--- config.mk ---
export PLATFORM = sky130hd
export DESIGN_NAME = operand_queue
export DESIGN_NICKNAME = d
export VERILOG_FILES = /design/src/lane_pkg.sv /design/src/fifo_buf.sv /design/src/operand_queue.sv
export SDC_FILE = /design/constraint.sdc
export NUM_CORES = 1
export LEC_CHECK = 0
export BUFFER_PORTS_ARGS = -buffer_cell sky130_fd_sc_hd__buf_4
export CAP_MARGIN = 15
export CELL_PAD_IN_SITES_DETAIL_PLACEMENT = 1
export CELL_PAD_IN_SITES_GLOBAL_PLACEMENT = 1
export CORE_MARGIN = 10
export CORE_UTILIZATION = 45
export CTS_CLUSTER_DIAMETER = 120
export CTS_CLUSTER_SIZE = 40
export DETAILED_ROUTE_END_ITERATION = 7
export GPL_TIMING_DRIVEN = 0
export HOLD_SLACK_MARGIN = 0.06
export MAX_ROUTING_LAYER = met4
export PLACE_DENSITY = 0.73
export SLEW_MARGIN = 20
export SYNTH_ARGS = -nofsm -noshare
export SYNTH_HDL_FRONTEND = slang
export SYNTH_HIERARCHICAL = 1
export SYNTH_SLANG_ARGS = --single-unit
export TNS_END_PERCENT = 5
--- constraint.sdc ---
create_clock -name clk_i -period 10.05 [get_ports clk_i]
set_input_delay 3.015 -clock clk_i [delete_from_list [all_inputs] [get_ports clk_i]]
set_output_delay 3.015 -clock clk_i [all_outputs]
set_load 0.02 [all_outputs]
--- src/lane_pkg.sv ---
// ******************************
// Lane operand path package
// Widths, enums, command struct
// ******************************
package lane_pkg;

  // Datapath and VRF geometry
  localparam int unsigned ElenWidth  = 64;
  localparam int unsigned ElenBytes  = ElenWidth / 8;
  localparam int unsigned VAddrWidth = 6;
  localparam int unsigned NrVrfWords = 2 ** VAddrWidth;
  localparam int unsigned VlenWidth  = 9;

  typedef logic [ElenWidth-1:0]  elen_t;
  typedef logic [VAddrWidth-1:0] vaddr_t;
  typedef logic [VlenWidth-1:0]  vlen_t;

  // Element width, encoded as log2 of the byte count
  typedef enum logic [1:0] {
    EW8, EW16, EW32, EW64
  } ew_e;

  // Widening applied by the operand queue
  typedef enum logic [2:0] {
    ConvNone, ConvSExt2, ConvSExt4, ConvSExt8, ConvZExt2, ConvZExt4, ConvZExt8
  } conv_e;

  // Shared by requester, queue and command FIFO
  typedef struct packed {
    vaddr_t base;
    vlen_t  vl;
    ew_e    eew;
    conv_e  conv;
  } opq_cmd_t;

  // Elements of width ew held by one VRF word
  function automatic logic [3:0] ElemPerWord(ew_e ew);
    return 4'(ElenBytes) >> ew;
  endfunction

endpackage

--- src/fifo_buf.sv ---
// ******************************
// Generic FWFT FIFO
// ******************************
module fifo_buf #(
  parameter int unsigned Depth  = 2,
  parameter type         data_t = logic
) (
  input  logic  clk_i,
  input  logic  rst_ni,
  input  logic  push_i,
  input  data_t data_i,
  input  logic  pop_i,
  output data_t data_o,
  output logic  empty_o,
  output logic  full_o
);

  localparam int unsigned PtrWidth = (Depth > 1) ? $clog2(Depth) : 1;
  localparam int unsigned CntWidth = $clog2(Depth + 1);

  data_t               mem_q [Depth];
  logic [PtrWidth-1:0] wr_ptr_q, rd_ptr_q;
  logic [CntWidth-1:0] count_q;
  logic                do_push, do_pop;

  // Step a pointer around the ring
  function automatic logic [PtrWidth-1:0] next_ptr(logic [PtrWidth-1:0] ptr);
    return (ptr == PtrWidth'(Depth - 1)) ? '0 : ptr + 1'b1;
  endfunction

  assign empty_o = (count_q == '0);
  assign full_o  = (count_q == CntWidth'(Depth));
  // A push into a full FIFO only lands when the head leaves
  assign do_pop  = pop_i && !empty_o;
  assign do_push = push_i && (!full_o || pop_i);

  // Head entry visible without a pop
  assign data_o = mem_q[rd_ptr_q];

  always_ff @(posedge clk_i) begin
    if (do_push) begin
      mem_q[wr_ptr_q] <= data_i;
    end
  end

  always_ff @(posedge clk_i or negedge rst_ni) begin
    if (!rst_ni) begin
      wr_ptr_q <= '0;
      rd_ptr_q <= '0;
      count_q  <= '0;
    end else begin
      if (do_push) wr_ptr_q <= next_ptr(wr_ptr_q);
      if (do_pop) rd_ptr_q <= next_ptr(rd_ptr_q);
      // Occupancy only moves when one side acts alone
      if (do_push && !do_pop) begin
        count_q <= count_q + 1'b1;
      end else if (do_pop && !do_push) begin
        count_q <= count_q - 1'b1;
      end
    end
  end

endmodule

--- src/operand_queue.sv ---
// ******************************
// Operand queue
// Credit count, widening, count
// ******************************
module operand_queue #(
  parameter int unsigned BufferDepth = 2
) (
  input  logic               clk_i,
  input  logic               rst_ni,
  input  lane_pkg::opq_cmd_t cmd_i,
  input  logic               cmd_valid_i,
  input  lane_pkg::elen_t    operand_i,
  input  logic               operand_valid_i,
  input  logic               operand_issued_i,
  output logic               operand_queue_ready_o,
  output lane_pkg::elen_t    operand_o,
  output logic               operand_valid_o,
  input  logic               operand_ready_i
);

  localparam int unsigned UsageWidth = $clog2(BufferDepth + 1);

  lane_pkg::opq_cmd_t cmd;
  logic               cmd_empty;
  logic               cmd_pop;

  fifo_buf #(
    .Depth  (BufferDepth),
    .data_t (lane_pkg::opq_cmd_t)
  ) i_cmd_fifo (
    .clk_i   (clk_i),
    .rst_ni  (rst_ni),
    .push_i  (cmd_valid_i),
    .data_i  (cmd_i),
    .pop_i   (cmd_pop),
    .data_o  (cmd),
    .empty_o (cmd_empty),
    .full_o  ()
  );

  lane_pkg::elen_t ibuf_word;
  logic            ibuf_empty;
  logic            ibuf_pop;

  fifo_buf #(
    .Depth  (BufferDepth),
    .data_t (lane_pkg::elen_t)
  ) i_word_fifo (
    .clk_i   (clk_i),
    .rst_ni  (rst_ni),
    .push_i  (operand_valid_i),
    .data_i  (operand_i),
    .pop_i   (ibuf_pop),
    .data_o  (ibuf_word),
    .empty_o (ibuf_empty),
    .full_o  ()
  );

  // Words issued to the VRF and not yet popped
  logic [UsageWidth-1:0] usage_q;

  assign operand_queue_ready_o = (usage_q < UsageWidth'(BufferDepth));

  // Conversion decode: log2 of the factor and extension kind
  logic [1:0] fact_log;
  logic       sext;
  logic [2:0] dst_log;

  always_comb begin
    fact_log = 2'd0;
    sext     = 1'b0;
    unique case (cmd.conv)
      lane_pkg::ConvSExt2: {sext, fact_log} = {1'b1, 2'd1};
      lane_pkg::ConvSExt4: {sext, fact_log} = {1'b1, 2'd2};
      lane_pkg::ConvSExt8: {sext, fact_log} = {1'b1, 2'd3};
      lane_pkg::ConvZExt2: fact_log = 2'd1;
      lane_pkg::ConvZExt4: fact_log = 2'd2;
      lane_pkg::ConvZExt8: fact_log = 2'd3;
      default:             fact_log = 2'd0;
    endcase
  end

  // Destination width as log2 of its bytes
  assign dst_log = {1'b0, cmd.eew} + {1'b0, fact_log};

  // Byte offset of the next source element in the head word
  logic [2:0]      select_d, select_q;
  // Elements already handed out for the head command
  lane_pkg::vlen_t cnt_d, cnt_q;
  lane_pkg::elen_t conv_operand;

  always_comb begin : widen
    logic [2:0] db;
    logic [2:0] de_base;
    logic [2:0] src_byte;
    logic [2:0] msb_byte;
    conv_operand = '0;
    // Build each output byte from a source byte or the fill
    for (int b = 0; b < lane_pkg::ElenBytes; b++) begin
      db       = 3'(b) & ((3'd1 << dst_log) - 3'd1);
      de_base  = (3'(b) >> dst_log) << cmd.eew;
      src_byte = select_q + de_base + db;
      msb_byte = select_q + de_base + ((3'd1 << cmd.eew) - 3'd1);
      if ({1'b0, db} < (4'd1 << cmd.eew)) begin
        conv_operand[8*b +: 8] = ibuf_word[8*src_byte +: 8];
      end else if (sext) begin
        conv_operand[8*b +: 8] = {8{ibuf_word[8*msb_byte + 7]}};
      end
    end
  end

  assign operand_o       = conv_operand;
  assign operand_valid_o = !ibuf_empty && !cmd_empty;

  always_comb begin : out_ctrl
    ibuf_pop = 1'b0;
    cmd_pop  = 1'b0;
    select_d = select_q;
    cnt_d    = cnt_q;
    if (operand_valid_o && operand_ready_i) begin
      cnt_d    = cnt_q + lane_pkg::vlen_t'(lane_pkg::ElemPerWord(lane_pkg::ew_e'(dst_log[1:0])));
      // Source bytes used per operand, a full word wraps to zero
      select_d = select_q + 3'(4'(lane_pkg::ElenBytes) >> fact_log);
      if (select_d == '0) ibuf_pop = 1'b1;
      // Last operand of the command
      if (cnt_d >= cmd.vl) begin
        ibuf_pop = 1'b1;
        cmd_pop  = 1'b1;
        select_d = '0;
        cnt_d    = '0;
      end
    end
  end

  always_ff @(posedge clk_i or negedge rst_ni) begin
    if (!rst_ni) begin
      usage_q  <= '0;
      select_q <= '0;
      cnt_q    <= '0;
    end else begin
      usage_q  <= usage_q + UsageWidth'(operand_issued_i) - UsageWidth'(ibuf_pop);
      select_q <= select_d;
      cnt_q    <= cnt_d;
    end
  end

endmodule

Word level (Yosys, flattened, before mapping) --
Memory sizes are Yosys's and may differ from the RTL's. Index checks and enable logic that the tools add are counted.
Word-level totals: register bits after elaboration 22, bits in writable memories 168, input bits 90, output and inout bits 66, word-level logic and storage cells 194, memories 2
Memories:
- i_word_fifo.mem_q | depth 2, width 64, rd ports 1, clocked after memory_dff 0, write ports 1, line fifo_buf.sv:21 | data_t mem_q [Depth];
- i_cmd_fifo.mem_q | depth 2, width 20, rd ports 1, clocked after memory_dff 0, write ports 1, line fifo_buf.sv:21
Operators by class: add/subtract/negate cells 46, order comparisons 18, equality and inequality tests 8, shift operators 29, multiplexer cells 53, reduce and logical (&&, ||, !) cells 29
Operator list (count):
- 64-bit by 7-bit variable part select with 8-bit output | 8
- 8-bit two-way mux | 16
- 3-bit adder | 21
- 6-bit by 3-bit adder with 7-bit output (second input constant) | 8
- 7-bit < comparator (second input constant) | 8
- 1-bit binary-select mux with 6-bit select | 8
- 3-bit by 2-bit left shift with 3-bit output | 8
- 1-bit two-way mux | 22
- 3-bit by 4-bit < comparator with 1-bit output | 4
- 3-bit by 3-bit >> shifter with 3-bit output (first input constant) | 4
- 1-bit logical AND | 10
- 9-bit by 4-bit adder with 9-bit output | 1
- 3-bit == test (second input constant) | 3
- 9-bit >= comparator | 1
- 9-bit two-way mux | 1
- 1-bit logical NOT | 8
- 2-bit by 4-bit < comparator with 1-bit output | 2
- 2-bit two-way mux | 4
- 3-bit by 2-bit adder with 3-bit output | 2
- 3-bit by 2-bit == test with 1-bit output (second input constant) | 2
- 2-bit one-hot mux with 3 select lines | 1
- 2-bit OR reduction | 3
- 1-bit by 3-bit >> shifter with 3-bit output (first input constant) | 2
- 2-bit by 3-bit >> shifter with 3-bit output (first input constant) | 2
- other kinds (24) | 34

Logic depth before layout (Yosys ltp) --
Gate-level depths: netlist of run 1. An unclocked memory read counts as a cell.
depth after elaboration 16, depth in mapped cells 30, gate-level depth less buffers 28

Hierarchy --
The synthesis of run 1 kept the hierarchy.
By module, submodules not included:
- operand_queue | times used 1, cells each 869, area an instance 7971.4 um^2
- fifo_buf (i_word_fifo) | times used 1, cells each 219, area an instance 5034.8 um^2
- fifo_buf (i_cmd_fifo) | times used 1, cells each 82, area an instance 1659.1 um^2

Worst setup path before layout of run 1 --
OpenSTA, ideal clock, no wires.
path kind register to output, start point reg i_cmd_fifo.rd_ptr_q, end point out operand_o[29], data arrival time 5242 ps, required time 7035 ps, slack 1793 ps, stages on the path, launching flop included 21, buffers on the path 3, cells stage by stage dfrtp_1 buf_4 mux2_1 nor2b_1 a21oi_1 nor2b_1 fa_1 nand2_1 or2_2 clkbuf_1 inv_1 ha_1 fa_1 inv_1 fa_1 xnor2_1 xnor2_2 buf_2 mux4_2 and3_1 a211o_1
RTL lines:
- start, declared | line fifo_buf.sv:22 | logic [PtrWidth-1:0] wr_ptr_q, rd_ptr_q;
- start signal, assigned | line fifo_buf.sv:53 | if (do_pop) rd_ptr_q <= next_ptr(rd_ptr_q);
- end, declared | line operand_queue.sv:16 | output lane_pkg::elen_t operand_o,

==> out/summary.txt, run 1 <==
antenna violations before repair: 0
gr usage total: 0.258
Worst setup EP type: output port
clock-pin slew on the worst setup and hold paths: 0.08 ns
Initial Util: 0.453
Setup TNS: 0 ns
die span in y: 198 um
die area: 39100 um^2
Worst-Margin Slew: 1.08 ns
crit-path max FO: 10
Syn Inst Count: 1150
# H-tree levels: 4
CP Class: reg -> out
Synth-to-Final Area Change: 16.6%
Total Nets Final: 1483
DR iter-0 viols: 987
CP arrival: 6.72 ns
clk buf depth: 2
Syn Area/Cell: 12.4 um^2
ANT cells: 0
first-pass GRT wire length: 74.3 mm
Min-Delay Path Depth: 2
Final min period: 9.73 ns
CTS Sinks: 178
Worst setup SP type: register
CTS Buf Count: 17
final setup fails: 0
drt pass-1 iters: 6
skew final: 0.0177 ns
final WL: 49.5 mm
WL/cell: 28.5 um
Setup WS post-layout: 0.318 ns
drt drc: 0
Slew headroom: 0.278
final period utilization: 0.968
RSZ-0062 raised after global routing: yes
io pins: 156
GP Congestion: 0.961
share of cells above drive strength 1: 0.308
number of global-route vias before repair: 11900
worst reg-to-reg path cell count: 28
core area: 31400 um^2
Post-Synthesis Cell Area: 14200 um^2
vias: 11200
FF-to-FF setup slack: 2.52 ns
hold-fix buffers at CTS: 0
end-of-flow core utilization: 0.529
max-slew violations: 0
largest net degree at the start of global routing: 25
DPL Wire Length: 37.7 mm
maximum clock frequency: 103 MHz
row cnt: 65
Fin. Hold Viols: 0
grt ovf: 0
drt via density: 6.43
Die W: 198 um
syn_nets: 1311
CTS tree: built
WP data required: 7.04 ns
clk root buf: clkbuf_16
outcome: finished, final reports clean
DRT antenna net count: 0
Port Buffers: 149
Place WS: 0.578 ns
Worst-Skew Late Latency: 0.45 ns
MaxCap Viol Count: 0
Worst Hold Class: reg -> reg
Ys Warns: 6
## critical path, stage by stage (launching register included)
cell      delay [ns]
dfrtp_1         0.42
buf_4           0.20
mux2_1          0.29
buf_2           0.23
buf_2           0.25
inv_1           0.14
fa_1            0.72
ha_1            0.30
clkbuf_1        0.32
nand2_1         0.36
ha_1            0.44
inv_1           0.23
ha_1            0.32
o21a_1          0.12
o21a_1          0.16
o21ai_1         0.40
nor3b_4         0.41
clkbuf_1        0.39
and3_1          0.21
a31oi_1         0.05
nand4_1         0.14
buf_4           0.14
## routing by layer
metal	wire [um]	track usage	up-vias
met1	21200	0.338	5700
met3	4130	0.0508	81
met5	0	-	-
met2	23100	0.399	566
li1	-	-	4816
met4	1080	0.0735	0
## metrics by stage
stage	hold WS [ns]	std cells	area (um^2)
global placement	0.466	1701	15900
CTS	0.541	1737	16600
finish	0.538	1737	16600
floorplan	0.446	1150	14200
detailed placement	0.509	1705	16000
global route	0.567	1737	16600
## final timing paths
check | from | end
min in group asynchronous | rst_ni | i_cmd_fifo/wr_ptr_q
worst max-delay path | i_cmd_fifo/rd_ptr_q | operand_o[52]
worst min-delay path | cnt_q[3] | cnt_q[3]
max in group asynchronous | rst_ni | cnt_q[5]
worst max register to register | i_cmd_fifo/rd_ptr_q | i_word_fifo/mem_q[1][35]
worst min register to register | cnt_q[3] | cnt_q[3]
## layout make-up
cell class	instances	area, um^2
Tap cell	402	503
Sequential cell	178	5240
Multi-Input combinational cell	857	8500
Buffer	80	405
Clock inverter	15	183
Fill cell	3257	14800
Inverter	35	131
Timing Repair Buffer	153	1210
Clock buffer	17	425
## layout by cell type, fill, tap and decap left out, types with 7 or more instances in the layout
cell type and instances:
mux4_2 88, ha_1 51, inv_1 33, buf_2 12, nand3b_1 13, o21ai_1 12, nand4_1 8, mux2_2 29
clkbuf_16 17, a211o_1 10, buf_1 8, a21oi_1 20, nand3_1 20, nor2_1 41, dfrtp_1 22, o211a_1 8
buf_6 8, o311ai_0 7, nand2_1 57, mux2i_1 97, a31oi_1 16, o22ai_1 18, fa_1 20, or3_1 21
nor2b_1 8, and3_1 23, buf_4 156, o31ai_1 13, xor2_1 16, o211ai_1 8, clkbuf_1 42, and2_1 7
xnor2_1 36, edfxtp_1 156, o22a_1 9, o21bai_1 17, o21ai_0 59, mux2_4 50
## repair_timing
action | CTS | global route
endpoints found under the setup margin | 0 | 24
buffers inserted | 0 | 0
gates resized for setup | 0 | 8
## registers in the layout, summed over array words and instances, names as in the netlist
register              flops
cnt_q                     9
select_q                  3
i_word_fifo/mem_q       128
i_cmd_fifo/wr_ptr_q       1
i_cmd_fifo/mem_q         28
i_word_fifo/count_q       2
i_cmd_fifo/count_q        2
i_word_fifo/wr_ptr_q      1
usage_q                   2
i_word_fifo/rd_ptr_q      1
i_cmd_fifo/rd_ptr_q       1
Power of run 1 is not shown: default switching activity piles up to over one toggle a cycle in this logic, so the estimate is an artifact.
==> run 2: changes to the inputs <==
Settings changed: REMOVE_ABC_BUFFERS set to 1.
==> run 2 against run 1 <==
Effect of this change:
- fmax about the same
- largest cell class unchanged
- wire length decreased by 1.9%
- clock skew decreased by 0.0012 ns
- die area unchanged
==> out/summary.txt, run 2 (synthesis gave the netlist of run 1 again) <==
placed standard-cell area: 15900 um^2 (was 16000 um^2)
RSZ-0062 raised after global routing: no (was yes)
worst reg-to-reg path cell count: 24 (was 28)
clock-pin slew on the worst setup and hold paths: 0.07 ns (was 0.08 ns)
antenna violations before repair: 1 (was 0)
outcome: finished, final reports clean (unchanged)
Final min period: 9.73 ns (about the same)
GP Congestion: 0.901 (was 0.961)
worst r2r dst: i_word_fifo/mem_q[1][32] (was i_word_fifo/mem_q[1][35])
Port Buffers: 149 (unchanged)
Worst-Skew Late Latency: 0.46 ns (was 0.45 ns)
core area: 31400 um^2 (unchanged)
grt ovf: 0 (unchanged)
max reg flops: 128 (unchanged)
io pins: 156 (unchanged)
Reg with most FFs: i_word_fifo/mem_q (unchanged)
Initial Util: 0.453 (unchanged)
skew final: 0.0166 ns (was 0.0177 ns)
FF-to-FF setup slack: 2.43 ns (was 2.52 ns)
first-pass GRT wire length: 72.9 mm (was 74.3 mm)
Die W: 198 um (unchanged)
MaxCap Viol Count: 0 (unchanged)
gr usage total: 0.254 (was 0.258)
final setup fails: 0 (unchanged)
CTS Buf Count: 17 (unchanged)
Worst setup SP type: register (unchanged)
Worst Hold Class: reg -> reg (unchanged)
WL/cell: 29.0 um (was 28.5 um)
max-slew violations: 0 (unchanged)
most frequent cells in the layout: edfxtp_1 (156), buf_4 (152), mux2i_1 (97), mux4_2 (88), o21ai_0 (59) (was buf_4 (156), edfxtp_1 (156), mux2i_1 (97), mux4_2 (88), o21ai_0 (59))
WP data required: 7.04 ns (about the same)
Worst setup EP type: output port (unchanged)
share of cells above drive strength 1: 0.328 (was 0.308)
# H-tree levels: 4 (unchanged)
worst hold path startpoint: usage_q[1] (was cnt_q[3])
Fin. Hold Viols: 0 (unchanged)
crit path launch: i_cmd_fifo/rd_ptr_q (unchanged)
hold endpoint: usage_q[1] (was cnt_q[3])
CP Class: reg -> out (unchanged)
final period utilization: 0.968 (about the same)
die span in y: 198 um (unchanged)
Min-Delay Path Depth: 1 (was 2)
final WL: 48.5 mm (was 49.5 mm)
CP arrival: 6.72 ns (about the same)
CTS Sinks: 178 (unchanged)
vias: 10900 (was 11200)
number of global-route vias before repair: 11700 (was 11900)
crit-path max FO: 15 (was 10)
most common cell after layout, fill and taps aside: edfxtp_1
drt via density: 6.53 (was 6.43)
CTS tree: built (unchanged)
die area: 39100 um^2 (unchanged)
DPL Wire Length: 33.3 mm (was 37.7 mm)
design area: 16500 um^2 (was 16600 um^2)
drt pass-1 iters: 5 (was 6)
fill count: 3227 (was 3257)
Slew headroom: 0.247 (was 0.278)
biggest regs: i_word_fifo/mem_q (128), i_cmd_fifo/mem_q (28), cnt_q (9) (unchanged)
Total Nets Final: 1418 (was 1483)
maximum clock frequency: 103 MHz (about the same)
DRT antenna net count: 0 (unchanged)
clk root buf: clkbuf_16 (unchanged)
Worst-Margin Slew: 1.13 ns (was 1.08 ns)
drt drc: 0 (unchanged)
Synth-to-Final Area Change: 16.2% (was 16.6%)
row cnt: 65 (unchanged)
clk buf depth: 2 (unchanged)
hold-fix buffers at CTS: 0 (unchanged)
Critical R2R Launch: i_cmd_fifo/rd_ptr_q (unchanged)
largest net degree at the start of global routing: 42 (was 25)
DR iter-0 viols: 1128 (was 987)
[run 2: cell types whose count changed in the layout (fill, tap and decap cells not counted), moves of 4 or more]
cell,previous run,this run
ha_2,0,4
buf_4,156,152
clkbuf_1,42,1
ha_1,51,47
clkinv_8,5,0
xnor2_1,36,32
dfrtp_1,22,18
buf_1,8,0
buf_2,12,0
[run 2: worst max-delay path by stage]
stage                    endpoint  slack [ns]  depth (start not counted)
floorplan           operand_o[16]         0.1                         16
global placement    operand_o[19]       -1.80                         15
detailed placement  operand_o[47]        0.32                         13
CTS                 operand_o[48]        0.07                         17
global route        operand_o[59]       0.009                         18
finish              operand_o[59]        0.32                         18
[run 2: critical path, stage by stage (launching register included)]
cell	delay [ns]
dfrtp_2	0.60
mux2_1	0.43
xor2_1	0.26
and2_1	0.19
nor2b_1	0.07
fa_1	0.70
ha_1	0.47
nand2_1	0.37
ha_1	0.47
inv_1	0.16
fa_1	0.41
xnor2_1	0.22
xnor2_4	0.51
buf_16	0.22
buf_16	0.17
mux2i_1	0.27
o22ai_1	0.12
or3_1	0.40
buf_4	0.19
[run 2: stage by stage]
stage | std cells | hold slack [ns] | setup WS (ns) | setup TNS [ns] | util
global route | 1672 | 0.524 | 0.00939 | 0 | 0.527
finish | 1672 | 0.499 | 0.320 | 0 | 0.527
detailed placement | 1639 | 0.473 | 0.318 | 0 | 0.506
global placement | 1621 | 0.463 | -1.80 | -130.50 | 0.492
CTS | 1670 | 0.500 | 0.0677 | 0 | 0.525
floorplan | 1070 | 0.446 | 0.0992 | 0 | -
[run 2: cell type report]
cell class | count | area (um^2) | area share
Clock inverter | 13 | 164 | 0.00992
Sequential cell | 178 | 5240 | 0.317
Tap cell | 402 | 503 | 0.0304
Timing Repair Buffer | 167 | 1420 | 0.0858
Multi-Input combinational cell | 858 | 8640 | 0.523
Inverter | 35 | 131 | 0.00795
Antenna cell | 1 | 2.50 | 0.000151
Clock buffer | 18 | 429 | 0.0260
[run 2: repair_timing]
item / 4_1_cts / 5_1_grt
hold endpoints to repair: 0 / 0
cloned: 0 / 1
gates resized for setup: 2 / 4
pin swaps: 0 / 1
setup endpoints to repair: 21 / 42
setup buffers: 0 / 0
[run 2: per-layer routing]
metal / wire [um] / global-route usage / vias to the layer above
met1: 19900 / 0.317 / 5658
met3: 3550 / 0.0494 / 93
met4: 1530 / 0.0925 / 0
met2: 23600 / 0.405 / 467
li1: - / - / 4692
met5: 0 / - / -
Power of run 2 is left out for the same reason.
